==> src/mpram_defines.svh <==
`ifndef MPRAM_DEFINES_SVH
`define MPRAM_DEFINES_SVH

// Port counts
`define MPRAM_READ_PORTS  2
`define MPRAM_WRITE_PORTS 2

// Word shape
`define MPRAM_WIDTH 32
`define MPRAM_BYTES 4   // Byte lanes per word

// Array shape, depth is a whole number of banks
`define MPRAM_DEPTH     64
`define MPRAM_BANK_SIZE 16
`define MPRAM_BANKS     4

`endif

==> src/mpram_mem_pkg.sv <==
`include "mpram_defines.svh"

package mpram_mem_pkg;

    // One stored word and its byte lanes
    typedef logic [`MPRAM_WIDTH-1:0] word_t;
    typedef logic [`MPRAM_WIDTH/`MPRAM_BYTES-1:0] byte_t;

    // Byte write enables of one write port
    typedef logic [`MPRAM_BYTES-1:0] byte_en_t;

    // Full word address, bank number in the upper bits
    typedef logic [$clog2(`MPRAM_DEPTH)-1:0] addr_t;

    // Word offset inside one bank
    typedef logic [$clog2(`MPRAM_BANK_SIZE)-1:0] bank_addr_t;

    // Bank number
    typedef logic [$clog2(`MPRAM_BANKS)-1:0] bank_sel_t;

endpackage

==> src/mpram_read_select.sv <==
`timescale 1ns/100ps
`include "mpram_defines.svh"

module mpram_read_select (
    input  logic                                                  clk,
    input  logic                 [`MPRAM_READ_PORTS-1:0]          en,
    input  mpram_mem_pkg::addr_t [`MPRAM_READ_PORTS-1:0]          raddr,
    input  mpram_mem_pkg::word_t [`MPRAM_BANKS-1:0]
                                 [`MPRAM_READ_PORTS-1:0]          bank_rdata,
    output mpram_mem_pkg::word_t [`MPRAM_READ_PORTS-1:0]          rdata
);

    mpram_mem_pkg::bank_sel_t [`MPRAM_READ_PORTS-1:0] sel_q;

    // Captured at the same edge as the bank read register
    always_ff @(posedge clk) begin
        for (int r = 0; r < `MPRAM_READ_PORTS; r++) begin
            if (en[r]) begin
                sel_q[r] <= raddr[r][$bits(mpram_mem_pkg::addr_t)-1 -:
                                     $bits(mpram_mem_pkg::bank_sel_t)];
            end
        end
    end

    for (genvar r = 0; r < `MPRAM_READ_PORTS; r++) begin : g_port
        assign rdata[r] = bank_rdata[sel_q[r]][r];

        // Output hold relies on the index staying put while idle
        a_sel_hold : assert property (
            @(posedge clk)
            !en[r] && !$isunknown(sel_q[r]) |=> $stable(sel_q[r])
        ) else $error("ERROR: sel_q[%0d] changed while idle, now %h", r, sel_q[r]);
    end

endmodule

==> config.mk <==
export PLATFORM = sky130hd
export DESIGN_NAME = mpram_read_select
export DESIGN_NICKNAME = d
export VERILOG_FILES = /design/src/mpram_mem_pkg.sv /design/src/mpram_read_select.sv
export VERILOG_INCLUDE_DIRS = /design/src
export SDC_FILE = /design/constraint.sdc
export NUM_CORES = 1
export LEC_CHECK = 0
export ABC_AREA = 1
export BUFFER_PORTS_ARGS = -buffer_cell sky130_fd_sc_hd__buf_4
export CAP_MARGIN = 20
export CORE_AREA = 2 2 129 131
export DETAILED_ROUTE_END_ITERATION = 6
export DIE_AREA = 0 0 131 133
export GPL_ROUTABILITY_DRIVEN = 0
export SLEW_MARGIN = 40
export SYNTH_ARGS = -nofsm -noshare
export SYNTH_HDL_FRONTEND = slang
export SYNTH_SLANG_ARGS = --single-unit
==> constraint.sdc <==
create_clock -name clk -period 1.3 [get_ports clk]
set_input_delay 0.26 -clock clk [delete_from_list [all_inputs] [get_ports clk]]
set_output_delay 0.26 -clock clk [all_outputs]
set_load 0.01 [all_outputs]
==> qor.txt, run 1 <==
==================================================================================================
Buffer levels on the longest clock path .............................................            2
Share of the synthesized area in the top cell type ..................................        37.0%
Setup slack after layout ............................................................    -0.353 ns
Port Buf Inserts ....................................................................          326
Total setup violations reported at the end of the flow ..............................           64
CTS H-Tree Depth ....................................................................            1
Top-Level Pins ......................................................................          335
Total clock buffers created by CTS ..................................................            3
Initial Utilization .................................................................        20.1%
Via-per-instance ratio ..............................................................         3.96
Total half-perimeter wirelength after legalization and detailed placement ...........     11100 um
Post-placement cell area ............................................................    6040 um^2
Via count of the first global-routing pass ..........................................         4655
DIE WIDTH ...........................................................................       131 um
Die boundary height .................................................................       133 um
Sequential cell area in the final layout ............................................     120 um^2
Placed Instances ....................................................................         1290
Worst Setup End Kind ................................................................  output port
Reported leakage power ..............................................................   0.00453 uW
Wire length after detailed routing ..................................................     14300 um
Worst Tran Pin Value ................................................................     0.300 ns
Count of warnings emitted by yosys ..................................................            0
RSZ-0062 raised after global routing ................................................         true
Number of remaining DRC errors ......................................................            0
Outcome ............................................................................. finished, violations left
Synth cell types ....................................................................            8
Clock root cell .....................................................................    clkbuf_16
Worst Min Path Start ................................................................    raddr[11]
Pre-CTS WS ..........................................................................   -0.0973 ns
Hold Buf Count CTS ..................................................................            0
Leftover overflow at the end of global routing ......................................            0
Residual antenna-violating net count after detailed routing .........................            0
Non-filler instance count after layout ..............................................         1302
Pins over their slew limit ..........................................................            0
Hold Path Sink ...................................................................... sel_q[3]$_DFFE_PP_
Largest registers ...................................................................     sel_q x4
Per-cell routed wire length .........................................................      11.0 um
Net count after synthesis ...........................................................         1023
Max-cap check violation count .......................................................            0
First-pass GRT wire length ..........................................................     20900 um
Clock transition time at the flip-flop clock pins of the worst setup and hold paths .      0.03 ns
Minimum clock period after layout ...................................................      1.65 ns
Synthesized flop and latch total ....................................................            4
Reg with most FFs ...................................................................        sel_q
WHS Path Cells ......................................................................            1
Power density of the placed cells ...................................................  494 nW/um^2
Top achievable clock speed ..........................................................      605 MHz
Final cycle utilization of the critical path ........................................         127%
Cell taking the most area after synthesis ...........................................      nand2_1
Fraction of layout cells with a size suffix above 1 .................................        40.9%
Max FFs per register ................................................................            4
Final std cell area, no fill ........................................................    6670 um^2
Post-synthesis cell count ...........................................................          752
Violated checks ..................................................................... setup timing
Leading post-synthesis cells by cell area ........................................... nand2_1 (37%), inv_1 (30%), nand3_1 (20%), buf_6 (4.9%), edfxtp_1 (3.7%)
Critical path peak fanout ...........................................................            9
Overall die area ....................................................................   17400 um^2
Antenna diode count .................................................................            0
Number of optimization iterations in the first detailed-route pass ..................            4
Peak supply drop ....................................................................     0.367 mV
Detailed-route via count ............................................................         5162
Pin count of the biggest net entering global routing ................................           37
Core region area ....................................................................   16200 um^2
Sequential area share after synthesis ...............................................        3.70%
Global Route Usage Sum ..............................................................        14.5%
Worst Setup Path Type ...............................................................   reg -> out
Final core area utilization .........................................................        41.2%
Multi-input logic area ..............................................................    2090 um^2
Number of DRC violations after detailed-routing iteration 0 .........................          159
Worst path arrival time .............................................................      1.39 ns
Final count of hold timing violations ...............................................            0
Normalized max-slew margin ..........................................................        80.0%
Clock sinks .........................................................................            4
Synthesized area per cell ...........................................................    4.32 um^2
Category of the worst setup path launch point .......................................         flop
Antenna violations before repair ....................................................            0
Required @ worst endpoint ...........................................................      1.04 ns
Layout Area Growth over Synthesis ...................................................         105%
CTS tree ............................................................................          yes
Filler cell count ...................................................................         1768
Std-Cell Rows .......................................................................           47
Net total in the final layout .......................................................         1355
Post-synthesis instance area ........................................................    3250 um^2
Path class of the lowest-slack min-delay path .......................................    in -> reg
==================================================================================================
[layer usage]
layer	track usage (%)	vias up	share of wire (%)
met3	3.88	24	9.2
met4	3.19	0	1.9
met1	16.1	2183	37
met2	27.1	203	51
li1	-	2752	-
met5	0	-	0
[Yosys cell counts (all sizes together)]
cell and count:
buf 40, inv 260, nand2 320, nand3 128, edfxtp 4
[final cells by class]
cell class / count / area share (%)
timing repair buffer: 367 / 46.8
multi-input combinational: 448 / 31.4
inverter: 260 / 14.7
tap: 220 / 4.13
sequential: 4 / 1.80
clock buffer: 3 / 1.13
[placed cells by master, fill, tap and decap left out]
cell,synthesis,routed
inv_2,2,1
buf_16,0,2
nand2_1,320,273
buf_12,0,12
buf_6,14,26
edfxtp_1,4,4
clkbuf_16,0,7
buf_8,0,1
nand2_4,0,4
inv_1,258,258
buf_4,8,322
nand2_2,0,43
clkinv_4,0,1
nand3_1,128,105
nand3_2,0,23
[stage by stage]
step,hold slack (ns),power [uW],setup TNS (ns)
final,0.210,3290,-19.14
after global routing,0.207,3550,-23.48
after CTS,0.209,3170,-18.34
after detailed placement,0.439,2520,-2.63
after global placement,0.440,2510,-2.03
after floorplan,0.359,1250,0
[critical path, stage by stage, from the launching register on]
cell	delay, ns
edfxtp_1	0.46
buf_12	0.21
clkbuf_16	0.16
nand2_1	0.06
nand3_1	0.07
nand2_1	0.09
buf_4	0.12
[kinds of logic after synthesis]
logic type	after synthesis	synth area share [%]
buf+inv	300	39.6
simple gates	448	56.7
flops	4	3.70
[power breakdown]
group	total (uW)	switching, uW	internal, uW
clock network	478	85.1	393
registers	165	9.51	155
logic	2650	1190	1460
total	3290	1280	2010
[worst max-delay path by stage]
| stage | start | end | cells past startpoint | slack [ns] |
|---|---|---|---|---|
| 6_report | sel_q[0]$_DFFE_PP_ | rdata[14] | 6 | -0.35 |
| 5_1_grt | sel_q[0]$_DFFE_PP_ | rdata[14] | 6 | -0.41 |
| 4_1_cts | sel_q[2]$_DFFE_PP_ | rdata[52] | 6 | -0.33 |
| 3_5_place_dp | sel_q[2]$_DFFE_PP_ | rdata[55] | 6 | -0.1 |
| 3_3_place_gp | sel_q[2]$_DFFE_PP_ | rdata[55] | 6 | -0.09 |
| 2_1_floorplan | sel_q[0]$_DFFE_PP_ | rdata[10] | 5 | 0.1 |
[what timing repair did]
| action | in CTS | in global routing |
|---|---|---|
| cloned | 3 | 5 |
| resized for setup | 68 | 41 |
| buffers inserted | 0 | 1 |
| pin swaps | 24 | 7 |
| setup endpoints to repair | 64 | 64 |
(Power assumes the default switching activity.)
==> run 2: changes to the inputs <==
- BUFFER_PORTS_ARGS: -buffer_cell sky130_fd_sc_hd__buf_4 -> -buffer_cell sky130_fd_sc_hd__buf_2
==> qor.txt, run 2 (synthesis results as in run 1) <==
==================================================================================================
Outcome ............................................................................. finished, violations left
Violated checks ..................................................................... setup timing
Antenna violations before repair ....................................................            1   +1
Reported leakage power ..............................................................   0.00437 uW   -3.6%
Worst Setup Path Type ...............................................................   reg -> out
Port Buf Inserts ....................................................................          326   unchanged
Core region area ....................................................................   16200 um^2   unchanged
Initial Utilization .................................................................        20.1%   unchanged
Clock transition time at the flip-flop clock pins of the worst setup and hold paths .      0.03 ns   about the same
Pin count of the biggest net entering global routing ................................           65   +76%
Post-Route Hold Slack ...............................................................     0.214 ns   +0.00375 ns
Category of the worst setup path launch point .......................................         flop
Residual antenna-violating net count after detailed routing .........................            0   unchanged
Path class of the lowest-slack min-delay path .......................................    in -> reg
Most frequent cells in the layout ................................................... buf_2 (319), nand2_1 (270), inv_1 (258), nand3_1 (92), nand3_2 (36)
Total half-perimeter wirelength after legalization and detailed placement ...........     10000 um   -10%
Die boundary height .................................................................       133 um   unchanged
Worst Min Path Start ................................................................    raddr[10]
Required @ worst endpoint ...........................................................      1.04 ns   about the same
Clock sinks .........................................................................            4   unchanged
Normalized max-slew margin ..........................................................        74.9%   -5.1 points
Worst path arrival time .............................................................      1.39 ns   about the same
First-pass GRT wire length ..........................................................     19500 um   -7.1%
Pins over their slew limit ..........................................................            0   unchanged
Largest registers ...................................................................     sel_q x4
Reg with most FFs ...................................................................        sel_q
Worst Setup End Kind ................................................................  output port
Total clock buffers created by CTS ..................................................            3   unchanged
Clock root cell .....................................................................    clkbuf_16
Final cycle utilization of the critical path ........................................         127%   about the same
CTS H-Tree Depth ....................................................................            1   unchanged
Layout Area Growth over Synthesis ...................................................        85.7%
Worst Tran Pin Value ................................................................     0.377 ns   +0.0769 ns
Wire length after detailed routing ..................................................     14000 um   -2.5%
Power density of the placed cells ...................................................  496 nW/um^2   +0.47%
Critical path peak fanout ...........................................................            7   -2
Internal power ......................................................................      1670 uW   -17%
Sequential cell area in the final layout ............................................     120 um^2   unchanged
Final core area utilization .........................................................        37.3%   -3.9 points
Number of DRC violations after detailed-routing iteration 0 .........................          215   +35%
Detailed-route via count ............................................................         5156   -0.12%
Filler cell count ...................................................................         1793   +1.4%
Antenna diode count .................................................................            0   unchanged
Per-cell routed wire length .........................................................      10.8 um   -1.9%
Total setup violations reported at the end of the flow ..............................           64   unchanged
Part of the total power dissipated in sequential elements ...........................         5.5%   +0.5 points
Final count of hold timing violations ...............................................            0   unchanged
Leftover overflow at the end of global routing ......................................            0   unchanged
Non-filler instance count after layout ..............................................         1293   -0.69%
Top-Level Pins ......................................................................          335   unchanged
Switching power of the nets .........................................................      1320 uW   +3.1%
Via count of the first global-routing pass ..........................................         4454   -4.3%
Buffer levels on the longest clock path .............................................            2   unchanged
Number of optimization iterations in the first detailed-route pass ..................            6   +2
Most frequent standard cell in the layout excluding fill and tap cells ..............        buf_2
RSZ-0062 raised after global routing ................................................         true
Clock power share ...................................................................        15.7%   +1.2 points
Global Route Usage Sum ..............................................................        13.3%   -1.2 points
Fraction of power spent switching nets ..............................................        44.1%   +5.2 points
Number of remaining DRC errors ......................................................            0   unchanged
Max-cap check violation count .......................................................            0   unchanged
CTS tree ............................................................................          yes
Setup slack after layout ............................................................    -0.353 ns   +0.000627 ns
Max FFs per register ................................................................            4   unchanged
DIE WIDTH ...........................................................................       131 um   unchanged
CP Launch Point ..................................................................... sel_q[2]$_DFFE_PP_
Overall die area ....................................................................   17400 um^2   unchanged
Net total in the final layout .......................................................         1346   -0.66%
Placed Instances ....................................................................         1277   -1.0%
Multi-input logic area ..............................................................    2280 um^2   +9.0%
WHS Path Cells ......................................................................            1   unchanged
Std-Cell Rows .......................................................................           47   unchanged
Fraction of layout cells with a size suffix above 1 .................................        41.8%   +1.0 points
Peak supply drop ....................................................................     0.638 mV   +74%
Via-per-instance ratio ..............................................................         3.99   +0.58%
Hold Path Sink ...................................................................... sel_q[2]$_DFFE_PP_
Top achievable clock speed ..........................................................      605 MHz   about the same
Relative contribution of combinational cells to total power .........................        78.8%   -1.7 points
Minimum clock period after layout ...................................................      1.65 ns   -0.000627 ns
==================================================================================================
-- run 2: changes by cell type in the layout (fill, tap and decap cells not counted), sizes merged --
cell,delta
buf,-14
clkbuf,+4
inv,+1
-- run 2: power groups by stage --
stage / Combinational (uW) / Clock (uW) / Sequential (uW)
floorplan: 1090 / 0 / 161
global placement: 1910 / 0 / 162
detailed placement: 1910 / 0 / 163
CTS: 1990 / 482 / 162
global route: 2600 / 495 / 165
finish: 2350 / 471 / 164
-- run 2: worst max-delay path by stage --
stage,to,depth (start not counted)
after global routing,rdata[12],5
final,rdata[54],7
after floorplan,rdata[10],5
after CTS,rdata[20],6
after detailed placement,rdata[63],7
after global placement,rdata[52],7
-- run 2: layout make-up --
cell class | count | area share (%)
timing repair buffer | 357 | 37.5
inverter | 260 | 16.7
sequential | 4 | 1.99
timing repair inverter | 1 | 0.187
tap | 220 | 4.57
clock buffer | 3 | 1.25
multi-input combinational | 448 | 37.9
-- run 2: repair_timing --
action / in CTS / in global routing
endpoints found under the setup margin: 64 / 64
gates cloned: 3 / 9
hold buffers: 0 / 0
pin swaps: 0 / 27
gates resized for setup: 10 / 130
buffers inserted: 0 / 1
-- run 2: critical path: stages (launching register included) --
cell and delay, ns:
edfxtp_1 0.37, buf_12 0.20, clkinv_16 0.10, clkbuf_16 0.18, nand2_2 0.06, nand3_2 0.05, nand2_1 0.07, buf_2 0.13
-- run 2: metal layers --
| layer | global-route usage [%] | routed length (um) | up-vias |
|---|---|---|---|
| met3 | 2.30 | 1100 | 18 |
| li1 | - | - | 2734 |
| met1 | 15.7 | 5550 | 2198 |
| met2 | 24.8 | 7140 | 204 |
| met5 | 0 | 7 | - |
| met4 | 2.48 | 180 | 2 |
-- run 2: metrics by stage --
step	setup WS [ns]	total power (uW)	area, um^2	TNS (ns)
after floorplan	0.0992	1250	3250	0
after CTS	-0.342	2640	5290	-19.01
after detailed placement	-0.122	2080	5100	-5.11
after global routing	-0.420	3260	6030	-24.19
final	-0.353	2990	6030	-20.23
after global placement	-0.117	2070	5100	-4.83
==> run 3: changes to the inputs <==
- ABC_AREA: 1 -> not set
- CORE_AREA: 2 2 129 131 -> 2 2 131 133
- DIE_AREA: 0 0 131 133 -> 0 0 133 135
==> qor.txt, run 3 <==
==================================================================================================
Outcome ............................................................................. finished, violations left
Violated checks ..................................................................... setup timing
Buffer levels on the longest clock path .............................................            2   unchanged
Global Route Usage Sum ..............................................................        10.2%   -3.0 points
Sequential area share after synthesis ...............................................        6.87%   +3.2 points
DIE WIDTH ...........................................................................       133 um   +1.5%
Clock transition time at the flip-flop clock pins of the worst setup and hold paths .      0.03 ns   about the same
Initial Utilization .................................................................        10.7%   -9.4 points
Flip-flop cell with the highest count after synthesis ...............................     edfxtp_1
First-pass GRT wire length ..........................................................     14300 um   -26%
Via-per-instance ratio ..............................................................         3.91   -1.9%
Cell taking the most area after synthesis ...........................................       mux4_2
Largest registers ...................................................................     sel_q x4
Final cycle utilization of the critical path ........................................         140%   +13 points
Clock sinks .........................................................................            4   unchanged
WHS Path Cells ......................................................................            1   unchanged
Dominant cell by count in the synthesized netlist ...................................       mux4_2
Synth cell types ....................................................................            6   -2
Peak supply drop ....................................................................     0.644 mV   +0.90%
Worst Min Path Start ................................................................     raddr[5]
Worst path arrival time .............................................................      1.56 ns   +0.17 ns
Top-Level Pins ......................................................................          335   unchanged
Final std cell area, no fill ........................................................    4120 um^2   -32%
Reported leakage power ..............................................................   0.00201 uW   -54%
Setup slack after layout ............................................................    -0.524 ns   -0.171 ns
Total setup violations reported at the end of the flow ..............................           64   unchanged
Post-synthesis instance area ........................................................    1750 um^2   -46%
Most frequent standard cell in the layout excluding fill and tap cells ..............        buf_2
Synthesized area per cell ...........................................................    21.3 um^2   +390%
Per-cell routed wire length .........................................................      16.2 um   +50%
Top achievable clock speed ..........................................................      548 MHz   -9.4%
Category of the worst setup path launch point .......................................         flop
Wire length after detailed routing ..................................................     10300 um   -26%
Minimum clock period after layout ...................................................      1.82 ns   +0.171 ns
Number of synthesized flops with an enable pin ......................................            4   unchanged
Fraction of layout cells with a size suffix above 1 .................................        99.0%   +57 points
Antenna violations before repair ....................................................            1   unchanged
Asr flop ratio synth ................................................................           0%   unchanged
Power density of the placed cells ...................................................  591 nW/um^2   +19%
Pins over their slew limit ..........................................................            0   unchanged
Leftover overflow at the end of global routing ......................................            0   unchanged
Critical path peak fanout ...........................................................            6   -1
Post-placement cell area ............................................................    3650 um^2   -28%
Number of remaining DRC errors ......................................................            0   unchanged
Core region area ....................................................................   16400 um^2   +1.5%
Overall die area ....................................................................   18000 um^2   +3.1%
Number of optimization iterations in the first detailed-route pass ..................            4   -2
Detailed-route via count ............................................................         2492   -52%
Clock root cell .....................................................................    clkbuf_16
Reg with most FFs ...................................................................        sel_q
Std-Cell Rows .......................................................................           47   unchanged
Worst Setup Path Type ...............................................................   reg -> out
Port Buf Inserts ....................................................................          326   unchanged
CTS H-Tree Depth ....................................................................            1   unchanged
Via count of the first global-routing pass ..........................................         2634   -41%
Total clock buffers created by CTS ..................................................            3   unchanged
Count of warnings emitted by yosys ..................................................            0   unchanged
RSZ-0062 raised after global routing ................................................         true
Die boundary height .................................................................       135 um   +1.5%
Met3 demand-to-capacity share in global routing .....................................        1.61%   -0.69 points
Path class of the lowest-slack min-delay path .......................................    in -> reg
Residual antenna-violating net count after detailed routing .........................            0   unchanged
Layout Area Growth over Synthesis ...................................................         135%
Max-cap check violation count .......................................................            0   unchanged
Pre-CTS WS ..........................................................................    -0.346 ns   -0.224 ns
Global route hottest layer ..........................................................         met2
CTS tree ............................................................................          yes
Max FFs per register ................................................................            4   unchanged
Worst Setup End Kind ................................................................  output port
Hold Path Sink ...................................................................... sel_q[1]$_DFFE_PP_
Global Route met2 Usage .............................................................        18.7%   -6.0 points
Most frequent cells in the layout ................................................... buf_2 (289), mux4_2 (64), buf_6 (41), buf_12 (6)
Required @ worst endpoint ...........................................................      1.04 ns   about the same
Met1 routing resource usage after global routing ....................................        13.1%   -2.6 points
Share of the synthesized area in the top cell type ..................................        77.3%   +40 points
Net total in the final layout .......................................................          689   -49%
Post-synthesis cell count ...........................................................           82   -89%
Synthesized flop and latch total ....................................................            4   unchanged
Pin count of the biggest net entering global routing ................................           33   -49%
Normalized max-slew margin ..........................................................        87.4%   +13 points
Hold Buf Count CTS ..................................................................            0   unchanged
Leading post-synthesis cells by cell area ........................................... mux4_2 (77%), buf_12 (6.9%), edfxtp_1 (6.9%), mux4_1 (6.0%), buf_2 (1.7%)
Net count after synthesis ...........................................................          353   -65%
Overall power .......................................................................      2430 uW   -19%
Number of DRC violations after detailed-routing iteration 0 .........................          104   -52%
Total half-perimeter wirelength after legalization and detailed placement ...........      8800 um   -12%
Worst Tran Pin Value ................................................................     0.189 ns   -0.188 ns
Final count of hold timing violations ...............................................            0   unchanged
Top cells by instance count after synthesis ......................................... mux4_2 (60), buf_12 (6), buf_2 (6)
==================================================================================================
-- run 3: cell types whose count changed in the layout (fill, tap and decap cells not counted), moves of 30 or more --
cell and delta:
buf_6 +33, mux4_2 +64, nand3_2 -36, nand3_1 -92, buf_2 -30, nand2_1 -270, inv_1 -258
-- run 3: worst max-delay path by stage --
stage                                   from         to  slack (ns)  cells past startpoint
final                     sel_q[2]$_DFFE_PP_  rdata[49]       -0.52                      4
after global routing      sel_q[2]$_DFFE_PP_  rdata[48]       -0.58                      4
after CTS                 sel_q[0]$_DFFE_PP_   rdata[2]       -0.53                      4
after detailed placement  sel_q[2]$_DFFE_PP_  rdata[63]       -0.35                      3
after global placement    sel_q[2]$_DFFE_PP_  rdata[63]       -0.32                      3
after floorplan           sel_q[0]$_DFFE_PP_  rdata[10]       -0.09                      3
-- run 3: critical path: stages (launching register included) --
cell and delay [ns]:
edfxtp_1 0.37, buf_6 0.15, clkbuf_16 0.16, mux4_2 0.51
buf_6 0.14
-- run 3: routing by layer --
layer  routed length, um  vias to the layer above  share of wire [%]
met1                4130                     1210                 40
met4                  57                        0               0.55
met5                   0                        -                  0
li1                    -                     1100                  -
met2                5250                      178                 51
met3                 883                        4                8.6
-- run 3: area by class of cell --
type	count	area [um^2]
well taps	220	275
diodes	1	2.50
repair buffers	345	2200
multi-input cells	64	1440
clock buffers	3	75.1
fillers	1745	12300
flip-flops and latches	4	120
-- run 3: report_power, final --
group          switching (uW)  leakage (uW)  internal [uW]
clock network            80.8     0.0000370            392
registers                8.50     0.0000391            155
logic                     648       0.00193           1150
-- run 3: what timing repair did --
item	CTS	global route
setup buffers	3	0
gates resized for setup	31	27
endpoints found under the setup margin	64	64
gates cloned	3	1
-- run 3: cell families after synthesis --
logic type	share of synthesized area [%]
mux	83.3
flops	6.87
buf+inv	9.87
-- run 3: stage by stage --
stage	util [%]	cells	hold WS, ns	setup TNS, ns
floorplan	-	82	0.359	-5.24
global placement	22.2	626	0.438	-16.34
detailed placement	22.2	626	0.438	-16.73
CTS	24.0	635	0.212	-31.61
global route	25.1	637	0.215	-34.57
finish	25.1	637	0.213	-31.55
